--- src/hdl/daq_settings.svh ---
`ifndef DAQ_SETTINGS_SVH
`define DAQ_SETTINGS_SVH

// channel and capacitor group layout
`define DAQ_NCH       16
`define DAQ_NGRP      6

// fifo depths, in words
`define DAQ_CH_DEPTH  64
`define DAQ_HDR_DEPTH 16

// width of SAMP_MAX and the sample counter
`define DAQ_SAMP_W    7

`endif

--- src/hdl/sync_fifo.sv ---
module sync_fifo #(
	parameter type data_t = logic [11:0],
	parameter int  DEPTH  = 16
) (
	input  logic  CLK40,
	input  logic  clr,
	input  data_t din,
	input  logic  wr_en,
	input  logic  rd_en,
	output data_t dout,
	output logic  empty,
	output logic  full
);

	localparam int AW = (DEPTH > 1) ? $clog2(DEPTH) : 1;
	localparam int CW = $clog2(DEPTH + 1);

	data_t          mem [DEPTH];
	logic [AW-1:0]  wr_ptr;
	logic [AW-1:0]  rd_ptr;
	logic [CW-1:0]  count;
	logic           do_wr;
	logic           do_rd;

	assign do_wr = wr_en & ~full;   // words to a full fifo are lost
	assign do_rd = rd_en & ~empty;

	always_ff @(posedge CLK40) begin
		if (do_wr)
			mem[wr_ptr] <= din;
	end

	always_ff @(posedge CLK40) begin
		if (clr) begin
			wr_ptr <= '0;
			rd_ptr <= '0;
			count  <= '0;
		end else begin
			if (do_wr)
				wr_ptr <= (wr_ptr == AW'(DEPTH - 1)) ? '0 : wr_ptr + 1'b1;
			if (do_rd)
				rd_ptr <= (rd_ptr == AW'(DEPTH - 1)) ? '0 : rd_ptr + 1'b1;
			case ({do_wr, do_rd})
				2'b10:   count <= count + 1'b1;
				2'b01:   count <= count - 1'b1;
				default: count <= count;
			endcase
		end
	end

	// first word falls through
	assign dout  = mem[rd_ptr];
	assign empty = (count == '0);
	assign full  = (count == CW'(DEPTH));

	// count stays within the depth
	a_count_max : assert property (@(posedge CLK40) disable iff (clr)
		count <= CW'(DEPTH))
		else $error("fifo count past depth: %0d", count);

endmodule

--- config.mk ---
export PLATFORM = sky130hd
export DESIGN_NAME = sync_fifo
export DESIGN_NICKNAME = d
export VERILOG_FILES = /design/src/hdl/daq_settings.svh /design/src/hdl/sync_fifo.sv
export SDC_FILE = /design/constraint.sdc
export NUM_CORES = 1
export LEC_CHECK = 0
export BUFFER_PORTS_ARGS = -buffer_cell sky130_fd_sc_hd__clkbuf_2
export CORE_MARGIN = 1.5
export CORE_UTILIZATION = 45
export CTS_BUF_LIST = sky130_fd_sc_hd__clkbuf_4
export DETAILED_ROUTE_END_ITERATION = 10
export PLACE_DENSITY_LB_ADDON = 0.2
export REMOVE_ABC_BUFFERS = 1
export SYNTH_ARGS = -nofsm -noshare
export SYNTH_HDL_FRONTEND = slang
export SYNTH_SLANG_ARGS = --single-unit
export TNS_END_PERCENT = 30
--- constraint.sdc ---
create_clock -name CLK40 -period 5.59 [get_ports CLK40]
set_input_delay 1.677 -clock CLK40 [delete_from_list [all_inputs] [get_ports CLK40]]
set_output_delay 1.677 -clock CLK40 [all_outputs]
set_load 0.03 [all_outputs]
### Yosys cells after proc, flatten, opt, wreduce, memory -nomap -nowiden

Memories as Yosys holds them, arrays and structs flattened. A register that Yosys moved wholly into a read port is not among the register bits.
Index checks and enable logic that the tools add are counted.

| word-level totals | value |
|---|---|
| register bits | 13 |
| latch bits | 0 |
| RAM bits | 192 |
| ROM bits | 0 |
| input bits | 16 |
| output and inout port bits | 14 |
| logic and storage cells | 26 |
| memories | 1 |

Memories:

| memory | words | width | read ports | clocked after memory_dff | wr ports | RTL line | source |
|---|---|---|---|---|---|---|---|
| mem | 16 | 12 | 1 | 1 | 1 | sync_fifo.sv:18 | `data_t mem [DEPTH];` |

| cells by class | value |
|---|---|
| $add $sub $neg | 4 |
| multiply operators | 0 |
| divide/modulo/power cells | 0 |
| $lt $le $gt $ge | 0 |
| eq/ne operators | 5 |
| shift-type cells | 0 |
| mux-type cells | 7 |
| bitwise logic cells | 4 |
| reductions and logical operators | 2 |

Operators with widths:

| kind | number |
|---|---|
| $mux W4 | 4 |
| $pmux W5 S2 | 1 |
| $add A4 B1 Y4 const B | 2 |
| $eq A4 B4 Y1 const B | 2 |
| $add A5 B1 Y5 const B | 1 |
| $eq A5 B5 Y1 const B | 1 |
| $logic_not A5 Y1 | 1 |
| $sub A5 B1 Y5 const B | 1 |
| $and A1 B1 Y1 | 2 |
| $eq A2 B1 Y1 const B | 1 |
| $eq A2 B2 Y1 const B | 1 |
| $mux W1 | 2 |
| $not A1 Y1 | 2 |
| $reduce_bool A2 Y1 | 1 |

### Longest topological paths before layout

| depth | value |
|---|---|
| word-level depth | 5 |
| depth in mapped cells | 13 |
| depth with buffers taken out | 10 |

### Worst setup path before layout

No wires, ideal clock.

| path | value |
|---|---|
| path kind | input port to flip-flop |
| from | in wr_en |
| to | mem mem[0][0] in the netlist's numbering, enable pin |
| setup time | 0.417 ns |
| data arrival time | 3.244 ns |
| data required time | 5.173 ns |
| slack | 1.929 ns |
| stages | 3 |
| path buffers | 1 |
| path through | o21ai_4 buf_6 nor4b_1 |

| between the ends | value |
|---|---|
| cells in the longest elaborated chain, start to end | 3 |

RTL lines:

| item | RTL line | source |
|---|---|---|
| start: declaration | sync_fifo.sv:8 | `input logic wr_en,` |
| $and A1 B1 Y1 | sync_fifo.sv:25 | `assign do_wr = wr_en & ~full;` |
| $mux W1 | sync_fifo.sv:29 | `if (do_wr)` |
| $mux W1 (not written as such) | sync_fifo.sv:30 | `mem[wr_ptr] <= din;` |
| end: declaration | sync_fifo.sv:18 |  |

No other way between the ends.

==> metrics.md <==
| Metric | Value |
|---|---|
| Critical Path Fanout Max | `48` |
| Io pins | `30` |
| Clock root buffer | `clkbuf_4` |
| Worst Hold Class | `flop to flop` |
| Largest net degree at the start of global routing | `49` |
| CP bufs+invs | `1` |
| Multi-input logic area | `2020 µm²` |
| Worst Setup EP | `dout[4]` |
| Drt total wl | `16100 µm` |
| Clk sinks | `209` |
| Syn Area/Cell | `21.5 µm²` |
| Nets@finish | `477` |
| Maximum Capacitance Violations | `0` |
| Die W | `138 µm` |
| Worst reg2reg startpoint | `count[0]` |
| Share of cells above drive strength 1 | `0.381` |
| Final setup viols | `0` |
| RSZ-0062 raised after global routing | `false` |
| Final Max Tran Viols | `0` |
| Switching Fraction | `0.272` |
| Vias in the first global route | `4273` |
| PostCTS Resize Cnt | `0` |
| # H-tree levels | `2` |
| Register area | `6110 µm²` |
| Layout area overhead | `12.1%` |
| I/O Buffers | `29` |
| CTS Hold Bufs | `0` |
| Leak | `2.99 nW` |
| Core Util, Final | `0.515` |
| DR vias/cell | `5.53` |
| Post-route antenna net violation count | `0` |
| Worst Tran Pin Value | `1070 ps` |
| Clock power share | `0.316` |
| Commonest non-fill, non-tap cells in the layout | `edfxtp_1 (192), clkbuf_4 (73), mux4_2 (60)` |
| Die Footprint | `19100 µm²` |
| Minimum clock period | `4660 ps` |
| Clock Skew | `30.2 ps` |
| Final RePlAce weighted congestion | `0.678` |
| PD cells | `414 nW/µm²` |
| Cell family with most CP delay | `multiplexers` |
| CP Cell Sequence | `mux4_2 -> mux4_2 -> clkbuf_2` |
| Register bit total from synthesis | `209` |
| Number of diodes | `0` |
| Synthesized instance count | `383` |
| GR Overflow Total | `0` |
| Core area | `18000 µm²` |
| WS Path Type | `flop to output pin` |
| Slowest CP cell | `dfxtp_4` |
| Initial antenna violation count | `0` |
| Number of setup buffers added after CTS | `0` |
| Hold Vio Cnt, Final | `0` |
| Initial DRC count | `282` |
| Post-synthesis cell type count | `34` |
| TritonCTS clock tree | `built` |
| Worst-Skew Late Latency | `640 ps` |
| CP most frequent cell | `mux4_2` |
| Synthesized area | `8240 µm²` |
| WL/cell | `22.7 µm` |
| DRC | `0` |
| Required @ worst endpoint | `3910 ps` |
| Final period util | `0.834` |
| Share of power burned in registers | `0.494` |
| Sequential share of the synthesized area | `0.741` |
| Num rows | `49` |
| Vias | `3940` |
| Die Ht | `138 µm` |
| Net Switching | `0.00104 W` |
| Slew HR | `0.284` |
| CTS Buffer Depth | `3` |
| Initial Util | `0.459` |
| Clock buffer count from CTS | `53` |
| Drt pass-1 iters | `4` |
| Status | `finished clean` |
| Setup slack, reg-to-reg | `2520 ps` |
| Hpwl dp | `8580 µm` |
| Depth of the worst register-to-register path | `9` |
| Maximum clock frequency | `215 MHz` |
| Startpoint types | `flop` |
| Critical path data arrival time | `2980 ps` |
| First-pass GRT wire length | `24700 µm` |
| CP Depth | `3` |
| Worst hold path startpoint | `rd_ptr[0]` |
| Peak VDD IR | `286 µV` |
| Total track usage | `0.176` |
| Kind of end point of the critical path | `output pin` |
| Reg2reg end | `count[4]` |
| Leading cell type in the layout, fill and taps excluded | `edfxtp_1` |
| Comb power frac | `0.190` |
| Setup total negative slack | `0 ps` |
| Min-Delay Path Depth | `2` |
| Internal cell power | `0.00279 W` |
| CP peak stage delay | `980 ps` |
| Reg clk slew, reported paths | `70 ps` |
| FILL cells | `1489` |
| Yosys warns | `0` |
flip-flops by register name, indices dropped and copies added, names as in the netlist, named ones only:
name	count
mem	192
count	5
wr_ptr	4
rd_ptr	4
cell families (layout without fill, tap and decap cells):
logic type               Yosys count  in the layout  synth area share
flip-flops                       209            209             0.741
multiplexers                      65             65             0.170
AND/OR/NAND/NOR                   45             45            0.0319
AO/OA/AOI/OAI                     26             26            0.0219
buffers and inverters             25            125            0.0179
adder cells (fa/ha/maj)            8              8            0.0121
XOR/XNOR                           5              5           0.00531
metrics by stage:
step / cell area, µm² / hold WS, ps / setup WS (ps) / std cells / power [W]
after floorplan: 8120 / 465 / 601 / 363 / 0.00248
after global placement: 8620 / 488 / 1490 / 627 / 0.00266
after detailed placement: 8620 / 499 / 1470 / 627 / 0.00267
after CTS: 9250 / 515 / 754 / 712 / 0.00389
after global routing: 9250 / 543 / 677 / 712 / 0.00403
final: 9250 / 517 / 930 / 712 / 0.00383
power by group through the flow:
stage / logic (W) / clock network, W / registers [W]
after floorplan: 0.000567 / 0 / 0.00191
after global placement: 0.000726 / 0 / 0.00193
after detailed placement: 0.000739 / 0 / 0.00194
after CTS: 0.000741 / 0.00125 / 0.00190
after global routing: 0.000779 / 0.00133 / 0.00192
final: 0.000728 / 0.00121 / 0.00189
final cells by class:
type,count,share of cell area
tap,229,0.0310
multi-input combinational,149,0.218
clock inverter,12,0.00812
timing repair buffer,35,0.0206
inverter,5,0.00203
clock buffer,73,0.0593
sequential,209,0.661
Yosys cell counts:
master / number / area share
a21oi_1: 9 / 0.0055
nand3b_1: 1 / 0.00091
and3_1: 1 / 0.00076
nor3_1: 1 / 0.00061
nor2_1: 12 / 0.0055
or4_4: 1 / 0.0014
o21ai_0: 6 / 0.0036
nand2_1: 4 / 0.0018
or3_1: 1 / 0.00076
and3b_1: 1 / 0.0011
a311o_1: 2 / 0.0024
buf_6: 6 / 0.0082
inv_1: 5 / 0.0023
clkbuf_1: 7 / 0.0032
ha_1: 8 / 0.012
o2111a_1: 1 / 0.0014
edfxtp_1: 192 / 0.70
xor2_1: 5 / 0.0053
nor4b_1: 5 / 0.0053
o21ai_4: 2 / 0.0039
dfxtp_1: 17 / 0.041
a21o_1: 1 / 0.00091
and2_1: 13 / 0.0099
nor2b_1: 3 / 0.0023
nand3_1: 1 / 0.00061
buf_2: 7 / 0.0042
mux2i_1: 3 / 0.0036
o21ai_1: 1 / 0.00061
a31oi_1: 1 / 0.00076
mux4_2: 60 / 0.16
o211ai_1: 2 / 0.0018
or3b_2: 1 / 0.0011
o31ai_1: 1 / 0.00091
mux2_2: 2 / 0.0027
worst register-to-register path, delay by kind of cell, from the launching register on:
kind	cells	cell delay, ps
muxes	1	350
AOI/OAI and AO/OA	3	680
xor gates and xnor gates	1	180
and+or+nand+nor	2	780
DFF	1	370
adders and majority gates	2	600
worst min-delay path by stage:
| stage | end |
|---|---|
| after floorplan | flop |
| after global placement | flop |
| after detailed placement | flop |
| after CTS | flop |
| after global routing | flop |
| final | flop |
per-layer routing:
| layer | GRT usage | up-vias | wire (µm) |
|---|---|---|---|
| li1 | - | 1758 | - |
| met1 | 0.243 | 2038 | 6810 |
| met2 | 0.272 | 132 | 7990 |
| met3 | 0.0478 | 12 | 1170 |
| met4 | 0.0626 | 0 | 180 |
| met5 | 0 | - | 0 |
Power figures use the tool's default switching activity.
