$ cat src/hdl/daq_settings.svh
`ifndef DAQ_SETTINGS_SVH
`define DAQ_SETTINGS_SVH

// channel and capacitor group layout
`define DAQ_NCH       16
`define DAQ_NGRP      6

// fifo depths, in words
`define DAQ_CH_DEPTH  64
`define DAQ_HDR_DEPTH 16

// width of SAMP_MAX and the sample counter
`define DAQ_SAMP_W    7

`endif

$ cat src/hdl/daq_pkg.sv
package daq_pkg;

	////////////////////
	// sample path types
	////////////////////

	typedef logic [11:0] adc_word_t;  // one adc sample

	typedef logic [2:0] grp_sel_t;    // capacitor group 0..5

	////////////////////
	// event header
	////////////////////

	// 44 bits, msb first as it leaves the header fifo
	typedef struct packed {
		logic        multi_ovlp;  // more than one event ahead
		logic        ovlp;        // at least one event ahead
		logic        smp_phase;   // SMPCLK level at the match
		logic        ch_full;     // a channel fifo was full at start
		logic [3:0]  ovlp_cnt;    // outstanding events before this one
		logic [11:0] match_cnt;
		logic [23:0] l1a_cnt;
	} l1a_hdr_t;

endpackage

$ cat src/hdl/load_if.sv
// link between load controller, tracker and channel bank
interface load_if;

	logic               pending;    // events waiting or loading
	logic               load_done;  // one pulse per finished event
	daq_pkg::grp_sel_t  sel;        // capacitor group for this sample
	logic               wren;       // write strobe to channel fifos

	modport ctrl (
		input  pending,
		output load_done,
		output sel,
		output wren
	);

	modport trk (
		output pending,
		input  load_done
	);

	modport bank (
		input  sel,
		input  wren
	);

endinterface

$ cat src/hdl/sample_load_ctrl.sv
`include "daq_settings.svh"

module sample_load_ctrl (
	input  logic                   CLK40,
	input  logic                   RST_RESYNC,
	input  logic [`DAQ_SAMP_W-1:0] samp_max,  // samples per event minus 1
	load_if.ctrl                   ld
);

	typedef enum logic [1:0] {
		IDLE,
		LOAD,
		DONE
	} state_t;

	state_t                 state;
	logic [`DAQ_SAMP_W-1:0] smp_cnt;
	daq_pkg::grp_sel_t      grp;

	////////////////////
	// sequencer
	////////////////////

	always_ff @(posedge CLK40) begin
		if (RST_RESYNC) begin
			state   <= IDLE;
			smp_cnt <= '0;
			grp     <= '0;
		end else begin
			case (state)
				IDLE: begin
					smp_cnt <= '0;
					grp     <= '0;
					if (ld.pending)
						state <= LOAD;  // first write next cycle
				end
				LOAD: begin
					if (smp_cnt >= samp_max) begin
						state <= DONE;
					end else begin
						smp_cnt <= smp_cnt + 1'b1;
						// cycle through the six capacitor groups
						if (grp == daq_pkg::grp_sel_t'(`DAQ_NGRP - 1))
							grp <= '0;
						else
							grp <= grp + 1'b1;
					end
				end
				DONE:    state <= IDLE;  // one idle cycle before next event
				default: state <= IDLE;
			endcase
		end
	end

	assign ld.wren      = (state == LOAD);
	assign ld.sel       = grp;
	assign ld.load_done = (state == DONE);

	////////////////////
	// checks
	////////////////////

	// group index reaching the bank must stay in range
	a_sel_range : assert property (@(posedge CLK40) disable iff (RST_RESYNC)
		ld.wren |-> ld.sel < daq_pkg::grp_sel_t'(`DAQ_NGRP))
		else $error("sel out of range while writing: %0d", ld.sel);

	// done pulse stands alone and is followed by a gap
	a_done_gap : assert property (@(posedge CLK40) disable iff (RST_RESYNC)
		ld.load_done |-> !ld.wren ##1 !ld.wren)
		else $error("load_done overlaps a write cycle");

endmodule

$ cat src/flat_wrapper.sv
// flat-port wrapper written by rule: the top's interface ports become plain ports
module sample_load_ctrl_flat 
  (CLK40, RST_RESYNC, samp_max, ld_pending, ld_load_done, ld_sel, ld_wren);
  load_if ld_i ();
  input  logic CLK40;
  input  logic RST_RESYNC;
  input  logic [`DAQ_SAMP_W-1:0] samp_max;
  input wire logic [$bits(ld_i.pending)-1:0] ld_pending;
  output wire logic [$bits(ld_i.load_done)-1:0] ld_load_done;
  output wire logic [$bits(ld_i.sel)-1:0] ld_sel;
  output wire logic [$bits(ld_i.wren)-1:0] ld_wren;
  assign ld_i.pending = ld_pending;
  assign ld_load_done = ld_i.load_done;
  assign ld_sel = ld_i.sel;
  assign ld_wren = ld_i.wren;
  sample_load_ctrl u_core (.CLK40(CLK40), .RST_RESYNC(RST_RESYNC), .samp_max(samp_max), .ld(ld_i));
endmodule
$ cat config.mk
export PLATFORM = sky130hd
export DESIGN_NAME = sample_load_ctrl_flat
export DESIGN_NICKNAME = d
export VERILOG_FILES = /design/src/hdl/daq_pkg.sv /design/src/hdl/load_if.sv /design/src/hdl/sample_load_ctrl.sv /design/src/flat_wrapper.sv
export VERILOG_INCLUDE_DIRS = /design/src /design/src/hdl
export SDC_FILE = /design/constraint.sdc
export NUM_CORES = 1
export LEC_CHECK = 0
export BUFFER_PORTS_ARGS = -buffer_cell sky130_fd_sc_hd__buf_2
export CAP_MARGIN = 20
export CORE_AREA = 2 2 44 46
export CTS_BUF_LIST = sky130_fd_sc_hd__clkbuf_8
export DETAILED_ROUTE_END_ITERATION = 10
export DIE_AREA = 0 0 46 48
export HOLD_SLACK_MARGIN = 0.03
export PLACE_DENSITY = 0.72
export SETUP_SLACK_MARGIN = 0.2
export SLEW_MARGIN = 30
export SYNTH_ARGS = -nofsm -noshare
export SYNTH_HDL_FRONTEND = slang
export SYNTH_SLANG_ARGS = --single-unit
$ cat constraint.sdc
create_clock -name CLK40 -period 2.8 [get_ports CLK40]
set_input_delay 0.28 -clock CLK40 [delete_from_list [all_inputs] [get_ports CLK40]]
set_output_delay 0.28 -clock CLK40 [all_outputs]
set_load 0.02 [all_outputs]
### Word level (Yosys, flattened, before mapping)

Cells that the tools add are included.

| word-level totals | value |
|---|---|
| bits of input ports | 10 |
| word-level logic and storage cells | 24 |
| output and inout port bits | 5 |
| flip-flop bits (word level) | 12 |

| operators by class | value |
|---|---|
| add/subtract/negate cells | 2 |
| eq/ne operators | 6 |
| reductions and logical operators | 4 |
| multiplexer cells | 8 |
| order comparisons | 1 |

Operators with widths:

| cell | count |
|---|---|
| 7-bit one-hot mux with 2 select lines | 1 |
| 7-bit by 1-bit adder with 7-bit output (second input constant) | 1 |
| 7-bit greater-or-equal comparator | 1 |
| 7-bit 2-to-1 mux | 1 |
| 3-bit 2-to-1 mux | 2 |
| 3-bit one-hot mux with 2 select lines | 1 |
| 2-bit 2-to-1 mux | 2 |
| 2-bit inequality test (second input constant) | 2 |
| 2-bit one-hot mux with 2 select lines | 1 |
| 2-bit AND reduction | 2 |
| 3-bit by 1-bit adder with 3-bit output (second input constant) | 1 |
| 3-bit equality test (second input constant) | 1 |
| 2-bit by 1-bit equality test with 1-bit output (second input constant) | 1 |
| 2-bit equality test (second input constant) | 1 |
| 2-bit zero test | 1 |
| 2-bit by 1-bit inequality test with 1-bit output (second input constant) | 1 |
| 2-bit nonzero test | 1 |

### Logic depth before layout (Yosys ltp)

| depth | value |
|---|---|
| depth after elaboration | 4 |
| depth in mapped cells | 7 |
| mapped depth without buffers | 7 |

### Worst setup path before layout

Ideal clock, no wire load.

| path | value |
|---|---|
| path kind | register to register |
| start | reg u_core.smp_cnt[0] |
| end | reg u_core.smp_cnt[6] |
| arrival time | 1968 ps |
| slack | 758 ps |
| path buffers | 0 |
| setup time | 74 ps |
| stages on the path, launching flop included | 8 |
| data required time | 2726 ps |
| clock period less this slack | 2042 ps |
| path through | dfxtp_1 > inv_1 > ha_1 > nand2b_4 > a2111oi_4 > o21ai_1 > or4_1 > a31oi_1 |

| on the way | value |
|---|---|
| word-level cells in the longest chain between the ends | 3 |
| elaborated cells on any way between the ends | 6 |
| those cells by class | add/sub (1); order compare (1); eq/ne (1); mux (2); reduce/logical (1) |

RTL lines:

| element | RTL line | text |
|---|---|---|
| start: declaration | sample_load_ctrl.sv:17 | `` logic [`DAQ_SAMP_W-1:0] smp_cnt; `` |
| start signal: assignment | sample_load_ctrl.sv:41 | `smp_cnt <= smp_cnt + 1'b1;` |
| 7-bit by 1-bit adder with 7-bit output / 7-bit greater-or-equal comparator (equally long branches) | sample_load_ctrl.sv:41, sample_load_ctrl.sv:38 |  |
| 7-bit 2-to-1 mux / 2-bit inequality test (equally long branches) | -- |  |
| 7-bit one-hot mux with 2 select lines / 2-bit AND reduction (equally long branches) | -- |  |

Parallel ways exist; a longest one is shown, timed or not. The select of a mux whose other input is x is not followed.
A chain may end at the register's enable or synchronous reset.

### Worst setup path after layout

Ends and elaborated chain as after synthesis.

==> out/qor.yml <==
status: "completed"
syn_area_sq_um: 811
final_cells: 129
diodes: 0
die_y_um: 48
drc_errors: 0
io_pins: 15
worst_r2r_path_depth: 7
synth_warnings: 0
max_slew_margin_pct: 63.4
worstPathMaxFanout: 4
dieArea_sq_mm: 0.00221
drtAntennaViolNets: 0
worstHoldStart: "ld_pending"
synth_nets: 116
clock_path_buffers: 2
hpwl_mm: 1.23
grt_pass1_vias: 659
setup_violations: 0
drt_pass1_iterations: 4
avgViaCountPerCell: 5.89
fin_crit_sh_pct: 79.4
arrival_ns: 2.40
worst_setup_path_end_kind: "register"
drive_gt1_share_pct: 21.4
nFillCells: 170
cts.clk_slew.worst_paths_ns: 0.05
hold_viol: 0
root_buffer: "clkbuf_8"
min_period_ns: 2.22
worstHoldPathType: "input port to register"
rows: 15
port_buffers: 14
overflow: 0
max_freq_mhz: 450
cts_resized: 0
syn-instance-count: 98
required_ns: 2.97
syn_avg_cell_area_sq_um: 8.27
floorplan.initialDensity_pct: 48.0
cts_sinks: 12
setup_ws_ns: 0.576
die_x_um: 46
p_int_mw: 0.299
ir_worst_vdd_mv: 0.339
cts.htree.levels: 1
p_sw_share_pct: 26.5
tritoncts: "yes"
clk-insertion-delay-late_ns: 0.25
via_count: 760
drv_slew: 0
powerDensity_mw_per_mm2: 437
cts_setup_buffers: 0
ys_seq_area_share_pct: 29.6
postLayoutCoreUtil_pct: 55.2
most-common-layout-cells: "buf_2 (14), nand2_1 (12), dfxtp_1 (12)"
dp.cells: 126
ctsHoldBuffers: 0
drt_iter0_drc: 11
r2r_slack_ns: 0.58
layout_commonest_cell: "buf_2"
path_class: "register to register"
rsz0062_at_grt: "false"
antenna_found_initial: 0
cp-start-kind: "register"
fin_hold_ws_ns: 0.274
r2r_end: "u_core.smp_cnt[6]"
drt_wl_total_mm: 1.63
numCtsBuffers: 3
clockPowerShare_pct: 39.6
routedWlPerCell_um: 12.6
place_ws_ns: 0.596
holdPathStages: 3
fin_setup_tns_ns: 0
cap_violations: 0
core-area_sq_mm: 0.00169
ys_types: 34
p_switching_mw: 0.108
syn_to_final_growth_pct: 15.0
grt_pass1_wl_mm: 2.74
tightest_slew_ns: 0.547
holdPathEnd: "u_core.state[0]"
fin_worst_skew_ns: 0.00400
yosys_register_bits: 12
power_frac_comb_pct: 14.8
p_seq_share_pct: 45.6
final_nets: 132
leakagePower_nw: 0.406
track_usage_pct: 18.0
grt_start_max_net_pins: 17
gp_congestion: 0.794
reg2reg_from: "u_core.smp_cnt[0]"
==> per-layer routing <==
metal  GRT usage, %  share of wire [%]  routed length, um  up-vias
met3           6.42                4.4                 72        5
met4           10.3                2.0                 33        0
li1               -                  -                  -      386
met2           30.3                 49                792       14
met5              0                  0                  0        -
met1           19.6                 45                731      355
==> worst max-delay path, stage by stage, from the launching register on <==
cell and delay [ns]:
dfxtp_1 0.37, inv_1 0.08, ha_1 0.27, nand2b_4 0.14
a2111oi_4 0.44, o21ai_1 0.19, or4_1 0.48, a31oi_1 0.17
==> power groups by stage <==
stage          combinational (mW)  sequential [mW]  clock (mW)
3_3_place_gp               0.0596            0.189           0
5_1_grt                    0.0683            0.187       0.174
6_report                   0.0604            0.186       0.161
4_1_cts                    0.0612            0.185       0.166
3_5_place_dp               0.0611            0.189           0
2_1_floorplan              0.0478            0.184           0
==> cells by family (layout without fill, tap and decap cells) <==
group	count (synthesis)	in the layout	synth area share [%]
and+or+nand+nor	39	39	26.4
AOI/OAI and AO/OA	24	24	22.2
DFF	12	12	29.6
buffers and inverters	12	26	5.56
adders and majority gates	8	8	12.3
muxes	3	3	3.86
==> area by class of cell <==
class | count | area, sq um | area share (%)
multi-input combinational | 74 | 526 | 56.4
sequential | 12 | 240 | 25.8
timing repair buffer | 14 | 70.1 | 7.52
clock buffer | 3 | 41.3 | 4.43
inverter | 9 | 33.8 | 3.62
tap | 17 | 21.3 | 2.28
==> how the worst max path moves through the flow <==
stage                                 start  slack (ns)  cells past startpoint                end
after floorplan           u_core.smp_cnt[0]        0.76                      7  u_core.smp_cnt[6]
after global placement    u_core.smp_cnt[0]        0.61                      7  u_core.smp_cnt[6]
after detailed placement  u_core.smp_cnt[0]        0.60                      7  u_core.smp_cnt[6]
after CTS                 u_core.smp_cnt[0]        0.57                      7  u_core.smp_cnt[6]
after global routing      u_core.smp_cnt[0]        0.40                      7  u_core.smp_cnt[6]
final                     u_core.smp_cnt[0]        0.58                      7  u_core.smp_cnt[6]
==> flip-flops by register name, indices dropped and copies added (netlist names) <==
name,cells
u_core.smp_cnt,7
u_core.state,2
u_core.ld.sel,3
==> cells in the mapped netlist <==
master     number  area share [%]
dfxtp_1        12              30
nand2_1        12             5.6
inv_1           9             4.2
ha_1            8              12
a31oi_1         5             3.9
nand3_1         4             2.5
nor2_1          4             1.9
o211ai_1        4             3.7
or4_1           4             3.7
a21oi_1         3             1.9
clkbuf_1        3             1.4
nand2b_1        3             2.3
o21ai_0         3             1.9
mux2i_1         2             2.5
nor3_1          2             1.2
or3_1           2             1.5
a2111oi_4       1             3.4
a211oi_1        1            0.93
a21o_1          1            0.93
and2_1          1            0.77
mux2_2          1             1.4
nand2b_4        1             1.7
nor2_2          1            0.77
nor2b_1         1            0.77
nor3b_1         1            0.93
o2111ai_1       1             1.1
o21a_1          1            0.93
o21ai_1         1            0.62
o22a_1          1             1.1
o311ai_0        1             1.1
o31ai_1         1            0.93
or2_2           1            0.77
or3_2           1            0.93
or3b_2          1             1.1
==> stage by stage <==
step / total power, mW / cell area (sq um)
floorplan: 0.232 / 811
global placement: 0.248 / 891
detailed placement: 0.250 / 891
CTS: 0.412 / 932
global route: 0.429 / 932
finish: 0.407 / 932
(Power assumes the default switching activity.)
