File: src/hdl/daq_settings.svh
`ifndef DAQ_SETTINGS_SVH
`define DAQ_SETTINGS_SVH

// channel and capacitor group layout
`define DAQ_NCH       16
`define DAQ_NGRP      6

// fifo depths, in words
`define DAQ_CH_DEPTH  64
`define DAQ_HDR_DEPTH 16

// width of SAMP_MAX and the sample counter
`define DAQ_SAMP_W    7

`endif

File: src/hdl/daq_pkg.sv
package daq_pkg;

	////////////////////
	// sample path types
	////////////////////

	typedef logic [11:0] adc_word_t;  // one adc sample

	typedef logic [2:0] grp_sel_t;    // capacitor group 0..5

	////////////////////
	// event header
	////////////////////

	// 44 bits, msb first as it leaves the header fifo
	typedef struct packed {
		logic        multi_ovlp;  // more than one event ahead
		logic        ovlp;        // at least one event ahead
		logic        smp_phase;   // SMPCLK level at the match
		logic        ch_full;     // a channel fifo was full at start
		logic [3:0]  ovlp_cnt;    // outstanding events before this one
		logic [11:0] match_cnt;
		logic [23:0] l1a_cnt;
	} l1a_hdr_t;

endpackage

File: src/hdl/load_if.sv
// link between load controller, tracker and channel bank
interface load_if;

	logic               pending;    // events waiting or loading
	logic               load_done;  // one pulse per finished event
	daq_pkg::grp_sel_t  sel;        // capacitor group for this sample
	logic               wren;       // write strobe to channel fifos

	modport ctrl (
		input  pending,
		output load_done,
		output sel,
		output wren
	);

	modport trk (
		output pending,
		input  load_done
	);

	modport bank (
		input  sel,
		input  wren
	);

endinterface

File: src/hdl/l1a_tracker.sv
module l1a_tracker (
	input  logic              CLK40,
	input  logic              RST_RESYNC,
	input  logic              l1a,
	input  logic              l1a_match,
	input  logic              smpclk,
	input  logic              ch_full,
	output logic [23:0]       l1a_cnt,
	output logic [11:0]       match_cnt,
	output daq_pkg::l1a_hdr_t hdr,
	output logic              hdr_wr,
	load_if.trk               ld
);

	logic        match_d1;
	logic        armed;      // match still waiting for a boundary
	logic        smp_d1;
	logic        smp_d2;
	logic        boundary;
	logic        evt_start;
	logic [3:0]  out_cnt;    // outstanding events
	logic [23:0] cap_l1a;
	logic [11:0] cap_mcnt;
	logic        cap_phase;

	////////////////////
	// trigger counters
	////////////////////

	always_ff @(posedge CLK40) begin
		if (RST_RESYNC) begin
			l1a_cnt   <= '0;
			match_cnt <= '0;
		end else begin
			if (l1a)
				l1a_cnt <= l1a_cnt + 1'b1;
			if (l1a_match)
				match_cnt <= match_cnt + 1'b1;
		end
	end

	// counts as seen at the match, this match included
	always_ff @(posedge CLK40) begin
		if (l1a_match) begin
			cap_l1a   <= l1a_cnt + 24'(l1a);
			cap_mcnt  <= match_cnt + 12'd1;
			cap_phase <= smpclk;
		end
	end

	////////////////////
	// phase alignment
	////////////////////

	always_ff @(posedge CLK40) begin
		if (RST_RESYNC) begin
			match_d1 <= 1'b0;
			armed    <= 1'b0;
			smp_d1   <= 1'b0;
			smp_d2   <= 1'b0;
		end else begin
			match_d1 <= l1a_match;
			smp_d1   <= smpclk;
			smp_d2   <= smp_d1;
			armed    <= (armed | match_d1) & ~boundary;  // hold until next boundary
		end
	end

	assign boundary  = smp_d2 & ~smp_d1;  // falling SMPCLK edge
	assign evt_start = (match_d1 | armed) & boundary;

	// saturating outstanding event count
	always_ff @(posedge CLK40) begin
		if (RST_RESYNC) begin
			out_cnt <= '0;
		end else begin
			case ({evt_start, ld.load_done})
				2'b10:   if (out_cnt != 4'hf) out_cnt <= out_cnt + 1'b1;
				2'b01:   out_cnt <= out_cnt - 1'b1;
				default: out_cnt <= out_cnt;  // both or neither
			endcase
		end
	end

	assign ld.pending = (out_cnt != 4'd0);

	////////////////////
	// header
	////////////////////

	always_comb begin
		hdr.multi_ovlp = (out_cnt > 4'd1);
		hdr.ovlp       = (out_cnt > 4'd0);
		hdr.smp_phase  = cap_phase;
		hdr.ch_full    = ch_full;
		hdr.ovlp_cnt   = out_cnt;   // events ahead of this one
		hdr.match_cnt  = cap_mcnt;
		hdr.l1a_cnt    = cap_l1a;
	end

	assign hdr_wr = evt_start;  // one push per event

	// a finished load always belongs to a counted event
	a_no_underflow : assert property (@(posedge CLK40) disable iff (RST_RESYNC)
		ld.load_done |-> out_cnt != 4'd0)
		else $error("load_done with no outstanding event");

endmodule

File: src/flat_wrapper.sv
// flat-port wrapper written by rule: the top's interface ports become plain ports
module l1a_tracker_flat 
  (CLK40, RST_RESYNC, l1a, l1a_match, smpclk, ch_full, l1a_cnt, match_cnt, hdr, hdr_wr, ld_pending, ld_load_done);
  load_if ld_i ();
  input  logic CLK40;
  input  logic RST_RESYNC;
  input  logic l1a;
  input  logic l1a_match;
  input  logic smpclk;
  input  logic ch_full;
  output logic [23:0] l1a_cnt;
  output logic [11:0] match_cnt;
  output daq_pkg::l1a_hdr_t hdr;
  output logic hdr_wr;
  output wire logic [$bits(ld_i.pending)-1:0] ld_pending;
  input wire logic [$bits(ld_i.load_done)-1:0] ld_load_done;
  assign ld_pending = ld_i.pending;
  assign ld_i.load_done = ld_load_done;
  l1a_tracker u_core (.CLK40(CLK40), .RST_RESYNC(RST_RESYNC), .l1a(l1a), .l1a_match(l1a_match), .smpclk(smpclk), .ch_full(ch_full), .l1a_cnt(l1a_cnt), .match_cnt(match_cnt), .hdr(hdr), .hdr_wr(hdr_wr), .ld(ld_i));
endmodule
File: config.mk
export PLATFORM = sky130hd
export DESIGN_NAME = l1a_tracker_flat
export DESIGN_NICKNAME = d
export VERILOG_FILES = /design/src/hdl/daq_settings.svh /design/src/hdl/daq_pkg.sv /design/src/hdl/load_if.sv /design/src/hdl/l1a_tracker.sv /design/src/flat_wrapper.sv
export SDC_FILE = /design/constraint.sdc
export NUM_CORES = 1
export LEC_CHECK = 0
export BUFFER_PORTS_ARGS = -buffer_cell sky130_fd_sc_hd__buf_4
export CAP_MARGIN = 20
export CORE_UTILIZATION = 30
export CTS_CLUSTER_SIZE = 40
export DETAILED_ROUTE_END_ITERATION = 8
export PLACE_DENSITY_LB_ADDON = 0.15
export SETUP_SLACK_MARGIN = 0.1
export SYNTH_ARGS = -nofsm -noshare
export SYNTH_HDL_FRONTEND = slang
export SYNTH_SLANG_ARGS = --single-unit
export TNS_END_PERCENT = 50
File: constraint.sdc
create_clock -name CLK40 -period 1.75 [get_ports CLK40]
set_input_delay 0.2625 -clock CLK40 [delete_from_list [all_inputs] [get_ports CLK40]]
set_output_delay 0.2625 -clock CLK40 [all_outputs]
set_load 0.005 [all_outputs]
## Word-level counts from Yosys, hierarchy flattened

Index checks and enable logic that the tools add are counted.

| operators by class | value |
|---|---|
| equal/unequal tests | 4 |
| add/subtract/negate cells | 5 |
| multiplexer cells | 2 |
| $lt $le $gt $ge | 2 |
| bitwise logic cells | 6 |
| reductions and logical operators | 3 |

Operator list:

| cell | number |
|---|---|
| adder 24 x 1 -> 24 bit | 1 |
| adder 24 x 1 -> 24 bit, second input constant | 1 |
| adder 12 x 1 -> 12 bit, second input constant | 1 |
| greater-than comparator 4 x 1 -> 1 bit, second input constant | 2 |
| one-hot mux 4 bit (2 select lines) | 1 |
| adder 4 x 1 -> 4 bit, second input constant | 1 |
| two-way mux 4 bit | 1 |
| != test 4 bit, second input constant | 1 |
| nonzero test 4 bit | 1 |
| subtractor 4 x 1 -> 4 bit, second input constant | 1 |
| AND 1 bit | 3 |
| equality test 2 x 1 -> 1 bit, second input constant | 1 |
| equality test 2 bit, second input constant | 1 |
| != test 2 x 1 -> 1 bit, second input constant | 1 |
| inverter 1 bit | 2 |
| AND reduction 2 bit | 1 |
| nonzero test 2 bit | 1 |
| bitwise OR 1 bit | 1 |

| storage, ports and cells | value |
|---|---|
| flip-flop bits (word level) | 81 |
| input bits | 7 |
| logic and storage cells | 32 |
| output and inout bits | 82 |

## Depth between registers and ports, before layout

| depth | value |
|---|---|
| depth after elaboration | 6 |
| mapped depth | 7 |
| depth with buffers taken out | 6 |

## Worst setup path before layout

Ideal clock, no wire load.

| path | value |
|---|---|
| path type | flip-flop to flip-flop |
| from | register u_core.l1a_cnt[0] |
| to | register u_core.cap_l1a[14], data pin |
| path buffers | 1 |
| period minus slack after synthesis | 1.876 ns |
| data required time | 1.484 ns |
| library setup time | 0.266 ns |
| slack | -0.126 ns |
| arrival time | 1.610 ns |
| cell stages (with the launch flop) | 8 |
| cells stage by stage | dfxtp_1 ha_1 ha_1 nand3_1 or2_2 clkbuf_1 nor3_1 xor2_1 |

| on the way | value |
|---|---|
| cells in the longest elaborated chain, start to end | 1 |

RTL lines:

| element | line | RTL |
|---|---|---|
| start, declared | l1a_tracker.sv:8 | `output logic [23:0] l1a_cnt,` |
| start signal, assigned | l1a_tracker.sv:36 | `l1a_cnt <= l1a_cnt + 1'b1;` |
| adder 24 x 1 -> 24 bit | l1a_tracker.sv:45 | `cap_l1a <= l1a_cnt + 24'(l1a);` |
| end signal, assigned | l1a_tracker.sv:45 |  |
| end, declared | l1a_tracker.sv:22 | `logic [23:0] cap_l1a;` |

No other way between the ends.
A chain may end at the register's enable or synchronous reset.

## Worst setup path after layout

| path | value |
|---|---|
| from | register u_core.l1a_cnt[0] |
| to | register u_core.cap_l1a[6], data pin |

Same word-level chain as after synthesis.

==> qor.yml <==
final_cells: 659
slowest_delay_ns: 0.39
endpoint_kind: "flop"
max_cap_viol_count: 0
rsz0062_at_grt: "yes"
crit_slowest_cell: "dfxtp_4"
tightest_slew_ns: 0.395
reg2reg_from: "u_core.l1a_cnt[0]$_SDFFE_PP0P_"
nets: 500
crit_chain: "ha_4, ha_4, nand3_2, or2_4, buf_4, xnor2_1"
fp.coreArea_um2: 12100
min_from: "smpclk"
grt_overflow: 0
dieArea_um2: 12900
dr.pass1.iters: 4
totalPowerFinal_w: 0.00430
p_leak_nw: 2.20
drive_above_1_share_pct: 38.3
ys_seq_elements: 81
synth.cell_area_um2: 3730
power_frac_clock_pct: 43.6
comb_power_share_pct: 7.7
syn_to_final_growth_pct: 42.0
cellPowerDensity_nw_per_um2: 812
dieHeight_um: 114
via_per_inst: 4.58
pin_count: 89
synth_edf_count: 37
critPathKind: "flop to flop"
cts_tree: "done"
finalClockSkew_ns: 0.00583
setup_violations: 0
grt_max_degree: 33
diodes: 0
final_hold_viol_count: 0
finalMaxSlewViolations: 0
p_int_w: 0.00336
peakVddDrop_mv: 0.472
dp_cells: 639
ys_async_sr_fraction_pct: 0
dp_hpwl_mm: 6.50
wl_mm: 9.09
drc_errors: 0
netlist_instances: 353
grt_pass1_vias: 2860
die_x_um: 114
synth_flop_cell: "dfxtp_1"
numClockSinks: 81
clk_latency_ns: 0.33
gp_congestion: 0.822
switching_share_pct: 21.9
relSlewSlack_pct: 73.5
cpLargestDelayFamily: "simple AND/OR/NAND/NOR gates"
via_count: 3021
layout_min_cycle_time_ns: 1.62
clk_pin_slew_ns: 0.06
cp_max_fo: 5
crit_required_ns: 1.83
mostFrequentLayoutCell: "buf_4"
clock_path_buffers: 2
switchingPower_w: 0.000942
pwr-share-seq_pct: 48.7
grt_antenna_before_repair: 0
cp_common_cell: "ha_4"
drt_iter0_markers: 96
postCtsHoldBufs: 0
row_count: 40
syn_nets: 367
layout_common_cells: "buf_4 (137), nor2_1 (41), dfxtp_1 (37), edfxtp_1 (37), xnor2_1 (31)"
start_util_pct: 30.9
cp-start-kind: "flop"
numCtsBuffers: 9
htreeDepth: 3
avgSynthCellArea_um2: 10.6
period_share_pct: 92.3
worst-endpoint-arrival_ns: 1.70
synth_cell_types: 44
root_buffer: "clkbuf_16"
min_path_type: "input pin to flop"
grt_pass1_wl_mm: 14.3
wire_per_inst_um: 13.8
ant_nets: 0
grtUsageTotal_pct: 14.5
ys_seq_area_share_pct: 53.4
outcome: "finished, final reports clean"
crit_buf_inv: 1
port_buffers: 86
clock.fmax_mhz: 619
cp-startpoint: "u_core.l1a_cnt[0]$_SDFFE_PP0P_"
synth_warnings: 0
[sequential cells by signal, indices dropped and copies added, names as in the netlist]
signal and cells:
u_core.armed 1, u_core.cap_l1a 24, u_core.cap_mcnt 12, u_core.cap_phase 1, u_core.l1a_cnt 24, u_core.match_cnt 12, u_core.match_d1 1, u_core.out_cnt 4
u_core.smp_d1 1, u_core.smp_d2 1
[cell type report]
| type | count | area (µm²) |
|---|---|---|
| Clock buffer | 10 | 239 |
| Fill cell | 1188 | 6760 |
| Clock inverter | 6 | 57.6 |
| Tap cell | 168 | 210 |
| Inverter | 5 | 18.8 |
| Sequential cell | 81 | 2010 |
| Timing Repair Buffer | 139 | 1050 |
| Multi-Input combinational cell | 250 | 1720 |
[per-stage QoR]
stage | hold WS [ns] | worst slack, ns | util (%) | cell area [µm²] | TNS (ns)
2_1_floorplan | 0.361 | -0.0160 | - | 3790 | -0.0320
3_3_place_gp | 0.451 | 0.0392 | 40.6 | 4900 | 0
3_5_place_dp | 0.453 | -0.00534 | 40.6 | 4900 | -0.00534
4_1_cts | 0.0970 | 0.0654 | 43.1 | 5200 | 0
5_1_grt | 0.0883 | 0.0520 | 43.9 | 5300 | 0
6_report | 0.109 | 0.135 | 43.9 | 5300 | 0
[repair_timing]
action / 4_1_cts / 5_1_grt
buffers inserted: 0 / 4
gates resized for setup: 2 / 18
pin swaps: 1 / 8
endpoints found under the hold margin: 0 / 0
setup endpoints to repair: 11 / 21
[per-layer routing]
layer / part of all wire (%) / vias to the layer above / track usage [%] / wire length [µm]
li1: - / 1518 / - / -
met1: 44 / 1409 / 17.7 / 4020
met2: 50 / 81 / 24.0 / 4500
met3: 4.8 / 13 / 4.57 / 435
met4: 1.4 / 0 / 4.91 / 126
met5: 0 / - / 0 / 0
[power groups by stage]
stage / registers, W / logic, W / clock network, W
after floorplan: 0.00214 / 0.000131 / 0
after global placement: 0.00213 / 0.000323 / 0
after detailed placement: 0.00213 / 0.000326 / 0
after CTS: 0.00209 / 0.000328 / 0.00194
after global routing: 0.00210 / 0.000369 / 0.00202
final: 0.00209 / 0.000333 / 0.00188
[cells in the mapped netlist (all sizes together) (2+ instances only)]
cell	instances	area (µm²)
xor2	23	201
a21oi	12	60.1
nand3	8	40.0
nand2b	6	37.5
nor2	41	154
nand2	24	92.6
buf	9	76.3
nor3	21	105
a211oi	2	15.0
xnor2	31	272
nor2b	6	37.5
dfxtp	44	881
edfxtp	37	1110
or2	2	12.5
and3	5	31.3
clkbuf	8	33.8
a31o	3	26.3
o21ai	8	40.0
or3	7	45.1
nor4	12	81.3
mux2	4	45.0
nand4	16	121
inv	5	18.8
ha	7	87.6
mux2i	2	20.0
[final timing paths]
check / endpoint / slack [ns] / depth (start not counted)
max reg2reg: u_core.cap_l1a[6]$_DFFE_PP_ / 0.13 / 6
max: u_core.cap_l1a[6]$_DFFE_PP_ / 0.13 / 6
min: u_core.cap_phase$_DFFE_PP_ / 0.11 / 1
min reg2reg: u_core.smp_d2$_SDFF_PP0_ / 0.48 / 1
[cells by family after synthesis]
family,after synthesis,share of synthesized area (%)
adders and majority gates,7,2.35
muxes,6,1.74
xor gates and xnor gates,54,12.7
buffers and inverters,22,3.45
DFF,81,53.4
AOI/OAI and AO/OA,30,4.93
and+or+nand+nor,153,21.4
[worst register-to-register path, cell delays in order, from the launching register on]
cell and delay (ns):
dfxtp_4 0.39, ha_4 0.16, ha_4 0.15, nand3_2 0.10, or2_4 0.31, buf_4 0.15
xnor2_1 0.11
Note: power is estimated with default switching activity, not from simulation.
